File: config.mk
export PLATFORM = sky130hd
export DESIGN_NAME = paint_display_top
export DESIGN_NICKNAME = d
export VERILOG_FILES = /design/src/hw/paint_pkg.sv /design/src/hw/scan_timer.sv /design/src/hw/brush_sequencer.sv /design/src/hw/pixel_mem_codec.sv /design/src/hw/frame_ram.sv /design/src/hw/paint_display_top.sv
export VERILOG_INCLUDE_DIRS = /design/src /design/src/hw
export SDC_FILE = /design/constraint.sdc
export NUM_CORES = 1
export LEC_CHECK = 0
export BUFFER_PORTS_ARGS = -buffer_cell sky130_fd_sc_hd__buf_2
export CAP_MARGIN = 30
export CELL_PAD_IN_SITES_DETAIL_PLACEMENT = 0
export CELL_PAD_IN_SITES_GLOBAL_PLACEMENT = 1
export CORE_AREA = 2 2 272 220
export CTS_CLUSTER_SIZE = 8
export DETAILED_ROUTE_END_ITERATION = 12
export DIE_AREA = 0 0 274 222
export HOLD_SLACK_MARGIN = 0.02
export PLACE_DENSITY_LB_ADDON = 0.25
export SLEW_MARGIN = 20
export SYNTH_ARGS = -nofsm -noshare
export SYNTH_HDL_FRONTEND = slang
export SYNTH_SLANG_ARGS = --single-unit
File: constraint.sdc
create_clock -name clk -period 8 [get_ports clk]
set_input_delay 0 -clock clk [delete_from_list [all_inputs] [get_ports clk]]
set_output_delay 0 -clock clk [all_outputs]
set_load 0.02 [all_outputs]
File: src/hw/paint_cfg.svh
// ------------------------------------------------
// raster, pixel scaling and framebuffer word geometry
// ------------------------------------------------
`ifndef PAINT_CFG_SVH
`define PAINT_CFG_SVH

`default_nettype none

// horizontal raster, in clocks
`define H_ACTIVE      64
`define H_TOTAL       80
`define H_SYNC_START  68
`define H_SYNC_LEN    6

// vertical raster, in lines
`define V_ACTIVE      48
`define V_TOTAL       52
`define V_SYNC_START  49
`define V_SYNC_LEN    2

`define PIX_SCALE     2   // screen pixels per logical pixel, both axes
`define WORD_BITS     6   // logical pixels per ram word, stacked in y
`define RAM_COLS      32  // H_ACTIVE / PIX_SCALE

`define RAM_DEPTH     128 // 4 word rows of RAM_COLS words
`define X_WIDTH       7
`define Y_WIDTH       6
`define ADDR_WIDTH    7
`define SEL_WIDTH     3   // bit select inside a word

`default_nettype wire

`endif

File: src/hw/paint_pkg.sv
// ------------------------------------------------
// shared structs and enums of the paint display
// ------------------------------------------------
`include "paint_cfg.svh"
`default_nettype none

package paint_pkg;

  typedef logic [`WORD_BITS-1:0] word_t;  // one framebuffer word

  // raster position with its decoded flags
  typedef struct packed {
    logic [`X_WIDTH-1:0] x;
    logic [`Y_WIDTH-1:0] y;
    logic                active;  // inside the visible area
    logic                hsync;
    logic                vsync;
  } scan_pos_t;

  // brush command in screen coordinates
  typedef struct packed {
    logic [`X_WIDTH-1:0] x;
    logic [`Y_WIDTH-1:0] y;
    logic                ink;     // value written to the pixel
  } paint_cmd_t;

  typedef struct packed {
    logic hsync;
    logic vsync;
    logic active;
    logic pixel;
  } video_out_t;

  // single port request to the framebuffer
  typedef struct packed {
    logic [`ADDR_WIDTH-1:0] addr;
    logic                   we;
    word_t                  wdata;
  } ram_req_t;

  typedef enum logic [1:0] {MEM_DISPLAY, MEM_READ, MEM_WRITE} mem_op_t;

  typedef enum logic [1:0] {SEQ_IDLE, SEQ_WAIT, SEQ_READ, SEQ_WRITE} seq_state_t;

endpackage

`default_nettype wire

File: src/hw/scan_timer.sv
// ------------------------------------------------
// raster scan timer, one screen pixel per clock
// ------------------------------------------------
`timescale 1ns/100ps
`include "paint_cfg.svh"
`default_nettype none

module scan_timer (
  input  logic                 clk,
  input  logic                 reset,
  output paint_pkg::scan_pos_t pos,
  output logic                 mem_free   // port slot free for the sequencer
);
  import paint_pkg::*;

  logic [`X_WIDTH-1:0] hpos, hpos_nxt, hpos_nx2;
  logic [`Y_WIDTH-1:0] vpos, vpos_nxt, vpos_nx2;

  // one raster step, wraps line and frame
  function automatic logic [`Y_WIDTH+`X_WIDTH-1:0] advance(
    input logic [`X_WIDTH-1:0] h,
    input logic [`Y_WIDTH-1:0] v
  );
    logic [`X_WIDTH-1:0] h_n;
    logic [`Y_WIDTH-1:0] v_n;
    h_n = h + 1'b1;
    v_n = v;
    if (h == `H_TOTAL-1) begin
      h_n = '0;
      v_n = (v == `V_TOTAL-1) ? '0 : v + 1'b1;  // next line or back to top
    end
    return {v_n, h_n};
  endfunction

  function automatic logic visible(
    input logic [`X_WIDTH-1:0] h,
    input logic [`Y_WIDTH-1:0] v
  );
    return (h < `H_ACTIVE) && (v < `V_ACTIVE);
  endfunction

  assign {vpos_nxt, hpos_nxt} = advance(hpos, vpos);
  assign {vpos_nx2, hpos_nx2} = advance(hpos_nxt, vpos_nxt);  // two steps ahead

  always_ff @(posedge clk) begin
    if (reset) begin
      hpos <= '0;
      vpos <= '0;
    end else begin
      hpos <= hpos_nxt;
      vpos <= vpos_nxt;
    end
  end

  always_comb begin
    pos.x      = hpos;
    pos.y      = vpos;
    pos.active = visible(hpos, vpos);
    pos.hsync  = (hpos >= `H_SYNC_START) && (hpos < `H_SYNC_START + `H_SYNC_LEN);
    pos.vsync  = (vpos >= `V_SYNC_START) && (vpos < `V_SYNC_START + `V_SYNC_LEN);
  end

  // the sequencer reads and writes in the two cycles after it sees this,
  // so neither of those positions may be a visible pixel
  assign mem_free = !visible(hpos_nxt, vpos_nxt) && !visible(hpos_nx2, vpos_nx2);

endmodule

`default_nettype wire

File: src/hw/brush_sequencer.sv
// ------------------------------------------------
// brush command FSM, schedules read-modify-write slots
// ------------------------------------------------
`timescale 1ns/100ps
`default_nettype none

module brush_sequencer (
  input  logic                  clk,
  input  logic                  reset,
  input  logic                  paint,     // one cycle command strobe
  input  paint_pkg::paint_cmd_t brush,
  input  logic                  in_range,  // from the codec, valid with paint
  input  logic                  mem_free,
  output paint_pkg::paint_cmd_t cmd,       // latched command
  output paint_pkg::mem_op_t    mem_op,
  output logic                  busy
);
  import paint_pkg::*;

  seq_state_t state, state_nxt;
  logic       accept;

  // strobes during busy are dropped, out of range ones too
  assign accept = (state == SEQ_IDLE) && paint && in_range;

  always_comb begin
    state_nxt = state;
    case (state)
      SEQ_IDLE: begin
        if (accept) state_nxt = SEQ_WAIT;
      end
      SEQ_WAIT: begin
        if (mem_free) state_nxt = SEQ_READ;  // wait for a blanking slot
      end
      SEQ_READ: begin
        state_nxt = SEQ_WRITE;  // rdata arrives in the write cycle
      end
      SEQ_WRITE: begin
        state_nxt = SEQ_IDLE;
      end
      default: begin
        state_nxt = SEQ_IDLE;
      end
    endcase
  end

  always_ff @(posedge clk) begin
    if (reset) begin
      state <= SEQ_IDLE;
    end else begin
      state <= state_nxt;
    end
  end

  // command register, held until the write is done
  always_ff @(posedge clk) begin
    if (accept) begin
      cmd <= brush;
    end
  end

  // port opcode for the codec
  always_comb begin
    case (state)
      SEQ_READ:  mem_op = MEM_READ;
      SEQ_WRITE: mem_op = MEM_WRITE;
      default:   mem_op = MEM_DISPLAY;  // display owns the port otherwise
    endcase
  end

  assign busy = (state != SEQ_IDLE);  // falls the cycle after SEQ_WRITE

endmodule

`default_nettype wire

File: src/hw/pixel_mem_codec.sv
// ------------------------------------------------
// framebuffer address coding, pixel extraction and merge
// ------------------------------------------------
`timescale 1ns/100ps
`include "paint_cfg.svh"
`default_nettype none

module pixel_mem_codec (
  input  logic                  clk,
  input  logic                  reset,
  input  paint_pkg::scan_pos_t  pos,
  input  paint_pkg::paint_cmd_t brush,     // raw command, range check only
  input  paint_pkg::paint_cmd_t cmd,       // latched command
  input  paint_pkg::mem_op_t    mem_op,
  input  paint_pkg::word_t      rdata,
  output logic                  in_range,
  output paint_pkg::ram_req_t   req,
  output paint_pkg::video_out_t video
);
  import paint_pkg::*;

  logic [`X_WIDTH-1:0]   src_x;
  logic [`Y_WIDTH-1:0]   src_y;
  logic [`SEL_WIDTH-1:0] cmd_sel;
  logic [`SEL_WIDTH-1:0] disp_sel;
  logic [`SEL_WIDTH-1:0] sel_d1;    // display bit select, aligned with rdata
  logic                  active_d1;
  logic                  hsync_d1;
  logic                  vsync_d1;
  word_t                 merged;

  // words run along x, word rows cover WORD_BITS logical lines
  function automatic logic [`ADDR_WIDTH-1:0] word_addr(
    input logic [`X_WIDTH-1:0] x,
    input logic [`Y_WIDTH-1:0] y
  );
    int unsigned ly;
    int unsigned a;
    ly = y / `PIX_SCALE;
    a  = (ly / `WORD_BITS) * `RAM_COLS + x / `PIX_SCALE;
    return a[`ADDR_WIDTH-1:0];  // blanking positions may wrap, never shown
  endfunction

  function automatic logic [`SEL_WIDTH-1:0] bit_sel(input logic [`Y_WIDTH-1:0] y);
    int unsigned s;
    s = (y / `PIX_SCALE) % `WORD_BITS;
    return s[`SEL_WIDTH-1:0];
  endfunction

  assign in_range = (brush.x < `H_ACTIVE) && (brush.y < `V_ACTIVE);

  assign src_x    = (mem_op == MEM_DISPLAY) ? pos.x : cmd.x;
  assign src_y    = (mem_op == MEM_DISPLAY) ? pos.y : cmd.y;
  assign cmd_sel  = bit_sel(cmd.y);
  assign disp_sel = bit_sel(pos.y);

  // replace one bit, keep the neighbours read the cycle before
  always_comb begin
    merged          = rdata;
    merged[cmd_sel] = cmd.ink;
  end

  always_comb begin
    req.addr  = word_addr(src_x, src_y);
    req.we    = (mem_op == MEM_WRITE);
    req.wdata = merged;
  end

  always_ff @(posedge clk) begin
    sel_d1 <= disp_sel;
  end

  // stage 1 waits for the ram, stage 2 is the output register
  always_ff @(posedge clk) begin
    if (reset) begin
      active_d1 <= 1'b0;
      hsync_d1  <= 1'b0;
      vsync_d1  <= 1'b0;
      video     <= '0;
    end else begin
      active_d1    <= pos.active;
      hsync_d1     <= pos.hsync;
      vsync_d1     <= pos.vsync;
      video.hsync  <= hsync_d1;
      video.vsync  <= vsync_d1;
      video.active <= active_d1;
      video.pixel  <= active_d1 & rdata[sel_d1];  // black in blanking
    end
  end

endmodule

`default_nettype wire

File: src/hw/frame_ram.sv
// ------------------------------------------------
// single port framebuffer, synchronous read
// ------------------------------------------------
`timescale 1ns/100ps
`include "paint_cfg.svh"
`default_nettype none

module frame_ram (
  input  logic                clk,
  input  paint_pkg::ram_req_t req,
  output paint_pkg::word_t    rdata  // one cycle after the address
);
  import paint_pkg::*;

  word_t mem [`RAM_DEPTH] = '{default: '0};  // blank picture at start

  always_ff @(posedge clk) begin
    if (req.we) begin
      mem[req.addr] <= req.wdata;
    end
    rdata <= mem[req.addr];  // old data on a write cycle
  end

endmodule

`default_nettype wire

File: src/hw/paint_display_top.sv
// ------------------------------------------------
// paint display top, timer, brush FSM, codec and ram
// ------------------------------------------------
`timescale 1ns/100ps
`default_nettype none

module paint_display_top (
  input  logic                  clk,
  input  logic                  reset,
  input  logic                  paint,
  input  paint_pkg::paint_cmd_t brush,
  output paint_pkg::video_out_t video,
  output logic                  busy
);
  import paint_pkg::*;

  scan_pos_t  pos;
  logic       mem_free;
  logic       in_range;
  paint_cmd_t cmd;
  mem_op_t    mem_op;
  ram_req_t   req;
  word_t      rdata;

  scan_timer i_scan_timer (
    .clk      (clk),
    .reset    (reset),
    .pos      (pos),
    .mem_free (mem_free)
  );

  brush_sequencer i_brush_sequencer (
    .clk      (clk),
    .reset    (reset),
    .paint    (paint),
    .brush    (brush),
    .in_range (in_range),
    .mem_free (mem_free),
    .cmd      (cmd),
    .mem_op   (mem_op),
    .busy     (busy)
  );

  pixel_mem_codec i_pixel_mem_codec (
    .clk      (clk),
    .reset    (reset),
    .pos      (pos),
    .brush    (brush),
    .cmd      (cmd),
    .mem_op   (mem_op),
    .rdata    (rdata),
    .in_range (in_range),
    .req      (req),
    .video    (video)
  );

  frame_ram i_frame_ram (
    .clk   (clk),
    .req   (req),
    .rdata (rdata)
  );

endmodule

`default_nettype wire

==> results.sh <==
export IMPL_status="finished, final reports clean"
export IMPL_synth_area_leaders="edfxtp_1, a22oi_1, nor2_1, mux2i_1, dfxtp_1"
export IMPL_rr_endpoint="i_frame_ram.rdata[3]"
export IMPL_hold_violations=0
export IMPL_ys_ff_latch=811
export IMPL_synthesis_nets=2082
export IMPL_synthFlopType="edfxtp_1"
export IMPL_slew_viol_final=0
export IMPL_path_common_cell="ha_1"
export IMPL_cp_slowest_cell="ha_1"
export IMPL_clock_skew_ps=22.6
export IMPL_grtUsageMet3_pct=8.53
export IMPL_min_path_cells=2
export IMPL_post_synth_cell_area_avg_um2=15.5
export IMPL_yosys_warnings=0
export IMPL_start_util_pct=54.9
export IMPL_drcViolationCount=0
export IMPL_syn_inst=2051
export IMPL_clock_sinks=811
export IMPL_layout_drive_gt1_share_pct=11.4
export IMPL_fmax_mhz=171
export IMPL_comb_power_share_pct=15.6
export IMPL_core_area_mm2=0.0579
export IMPL_max_slew_margin_rel_pct=24.4
export IMPL_nets=2170
export IMPL_cts_setup_buffers=0
export IMPL_crit_buf_inv=4
export IMPL_rsz0062_at_grt="no"
export IMPL_rows=79
export IMPL_required_ps=8530
export IMPL_setup_viol_count_final=0
export IMPL_track_usage_pct=30.1
export IMPL_grt_pass1_vias=18685
export IMPL_cts_buffer_depth=3
export IMPL_placed_cells=2772
export IMPL_sequentialPowerShare_pct=47.3
export IMPL_clock_latency_ps=670
export IMPL_synthArstFlopShare_pct=0
export IMPL_drtIter0Drc=3349
export IMPL_synth_top_area_cell="edfxtp_1"
export IMPL_grt_max_degree=97
export IMPL_vias=19927
export IMPL_firstDrtPassIters=6
export IMPL_finalSetupTns_ps=0
export IMPL_tightest_slew_ps=1130
export IMPL_dieArea_mm2=0.0608
export IMPL_met2_usage_pct=43.6
export IMPL_ant_nets=0
export IMPL_path_cells="inv_1, ha_1, nor2_4, mux2i_1, inv_1, ha_1, inv_1, ha_1, o2111ai_1, o21a_1, ha_1, buf_4, nor3_1, nand2_1, a31oi_1, or4_1, or4_1"
export IMPL_fillers=4186
export IMPL_cts_tree="yes"
export IMPL_power_density_mw_per_mm2=310
export IMPL_r2r_start="i_brush_sequencer.state[0]"
export IMPL_post_route_period_util_pct=73.0
export IMPL_min_from="brush[2]"
export IMPL_io_pins=22
export IMPL_wire_per_inst_um=30.8
export IMPL_synth_seq_area_share_pct=75.7
export IMPL_cpPeakStageDelay_ps=600
export IMPL_clkSlewWorstSetupHoldPaths_ps=50
export IMPL_peakVddDrop_mv=0.266
export IMPL_startpoint="i_brush_sequencer.state[0]"
export IMPL_holdWs_ps=56.5
export IMPL_p_clk_share_pct=37.1
export IMPL_synth_top_cell_area_share_pct=73.7
export IMPL_viasPerCell=6.74
export IMPL_cp_arrival_ps=6360
export IMPL_period_needed_ps=5840
export IMPL_holdPathEnd="i_brush_sequencer.cmd[2]"
export IMPL_portBuffers=19
export IMPL_p_leak_nw=11.5
export IMPL_syn_cell_area_mm2=0.0318
export IMPL_crit_family="simple AND/OR/NAND/NOR gates"
export IMPL_internal_power_w=0.00819
export IMPL_globalRouteOverflowTotal=0
export IMPL_reg2regPathDepth=17
export IMPL_h_tree_depth=3
export IMPL_top_usage_layer="met1"
export IMPL_antenna_found_initial=5
export IMPL_end_kind="flop"
export IMPL_postCtsResizedCells=0
export IMPL_critPathKind="reg2reg"
export IMPL_hold_path_class="in2reg"
export IMPL_start_kind="flop"
export IMPL_dp_hpwl_um=54200
export IMPL_syn_to_final_growth_pct=14.1
export IMPL_rrSetupSlack_ps=2160
export IMPL_finalNonFillerCells=2958
export IMPL_final_core_util_pct=62.6
export IMPL_cap_viol_max_count=0
export IMPL_ys_types=80
export IMPL_grt_first_pass_wirelength_um=131000
export IMPL_drt_total_wl_um=91100
export IMPL_place_congestion=0.904
export IMPL_total_power_w=0.0112
export IMPL_synth_edf_count=780
export IMPL_cts_root_buffer="clkbuf_16"
export IMPL_swShare_pct=27.1
export IMPL_die_h_um=222
export IMPL_cts_buffers=111
export IMPL_gr_usage_met1_pct=44.6
export IMPL_critical_path_max_fanout=16
export IMPL_p_sw_w=0.00304
export IMPL_die_w_um=274
[synth_stat cells (32+ instances only)]
| library cell | number |
|---|---|
| nand2_1 | 147 |
| a222oi_1 | 40 |
| buf_2 | 49 |
| a22oi_1 | 105 |
| a221oi_1 | 52 |
| nand3_1 | 34 |
| mux2i_1 | 67 |
| o22ai_1 | 33 |
| nor2_1 | 181 |
| edfxtp_1 | 780 |
| clkbuf_1 | 54 |
| o21ai_0 | 62 |
| a22o_1 | 32 |
| a21oi_1 | 54 |
[per-layer routing]
metal | vias up | wire, um
li1 | 8401 | -
met1 | 10058 | 36400
met2 | 1302 | 40300
met3 | 164 | 11900
met4 | 2 | 2560
met5 | - | 13
[placed cells by master (no fill, tap or decap), types with 7 or more instances in the layout]
| master | netlist | final |
|---|---|---|
| a211oi_1 | 16 | 15 |
| a21oi_1 | 54 | 54 |
| a221oi_1 | 52 | 52 |
| a222oi_1 | 40 | 40 |
| a22o_1 | 32 | 32 |
| a22oi_1 | 105 | 105 |
| a2bb2oi_1 | 7 | 7 |
| a31oi_1 | 20 | 20 |
| and3_1 | 19 | 19 |
| buf_2 | 49 | 20 |
| buf_4 | 6 | 53 |
| clkbuf_1 | 54 | 44 |
| clkbuf_16 | 0 | 111 |
| dfxtp_1 | 31 | 31 |
| dlygate4sd3_1 | 0 | 18 |
| edfxtp_1 | 780 | 780 |
| ha_1 | 14 | 14 |
| inv_1 | 21 | 21 |
| mux2_2 | 21 | 15 |
| mux2i_1 | 67 | 66 |
| nand2_1 | 147 | 145 |
| nand2b_1 | 10 | 10 |
| nand3_1 | 34 | 34 |
| nand4_1 | 20 | 20 |
| nor2_1 | 181 | 180 |
| nor2b_1 | 11 | 11 |
| nor3_1 | 23 | 21 |
| nor4_1 | 10 | 10 |
| o211ai_1 | 13 | 13 |
| o21ai_0 | 62 | 62 |
| o22ai_1 | 33 | 28 |
[through the flow]
step / instance area, um2 / worst slack [ps]
CTS: 36100 / 2280
global route: 36200 / 1880
floorplan: 31800 / 4040
global placement: 32900 / 2450
finish: 36200 / 2160
detailed placement: 32900 / 2330
[final cells by class]
cell class / count / area (um2) / area share, %
flip-flops and latches: 811 / 24000 / 66.3
diodes: 1 / 2.50 / 0.00691
repair buffers: 97 / 820 / 2.26
clock buffers: 155 / 2940 / 8.12
clock inverters: 7 / 103 / 0.283
inverters: 22 / 82.6 / 0.228
well taps: 769 / 962 / 2.66
multi-input cells: 1096 / 7280 / 20.1
[kinds of logic after synthesis]
group,share of synthesized area (%)
AND/OR/NAND/NOR,7.06
AO/OA/AOI/OAI,11.6
buffers and inverters,1.96
adder cells (fa/ha/maj),0.551
XOR/XNOR,0.189
flip-flops,75.7
multiplexers,2.93
[flip-flops by register name, indices dropped and copies added, names as in the netlist, 2 cells and up]
signal / flops
i_frame_ram.mem: 768
i_brush_sequencer.cmd: 12
i_scan_timer.hpos: 7
i_frame_ram.rdata: 6
i_scan_timer.vpos: 6
i_pixel_mem_codec.video: 4
i_pixel_mem_codec.sel_d1: 3
i_brush_sequencer.state: 2
[timing repair]
item,in CTS,in global routing
hold buffers,18,0
endpoints found under the setup margin,0,0
endpoints found under the hold margin,46,0
[worst max-delay path by stage]
stage / endpoint / slack, ps / cells after the start
after floorplan: i_frame_ram.mem[120][0] / 4040 / 16
after global placement: i_frame_ram.rdata[3] / 2450 / 17
after detailed placement: i_frame_ram.rdata[3] / 2330 / 16
after CTS: i_frame_ram.rdata[3] / 2280 / 16
after global routing: i_frame_ram.rdata[5] / 1880 / 16
final: i_frame_ram.rdata[3] / 2160 / 17
[power by group through the flow]
stage / clock network (W) / registers, W / logic, W
floorplan: 0 / 0.00539 / 0.000878
global route: 0.00437 / 0.00531 / 0.00184
CTS: 0.00421 / 0.00532 / 0.00167
global placement: 0 / 0.00540 / 0.00160
detailed placement: 0 / 0.00540 / 0.00166
finish: 0.00417 / 0.00531 / 0.00175
Note: power is estimated with default switching activity, not from simulation.
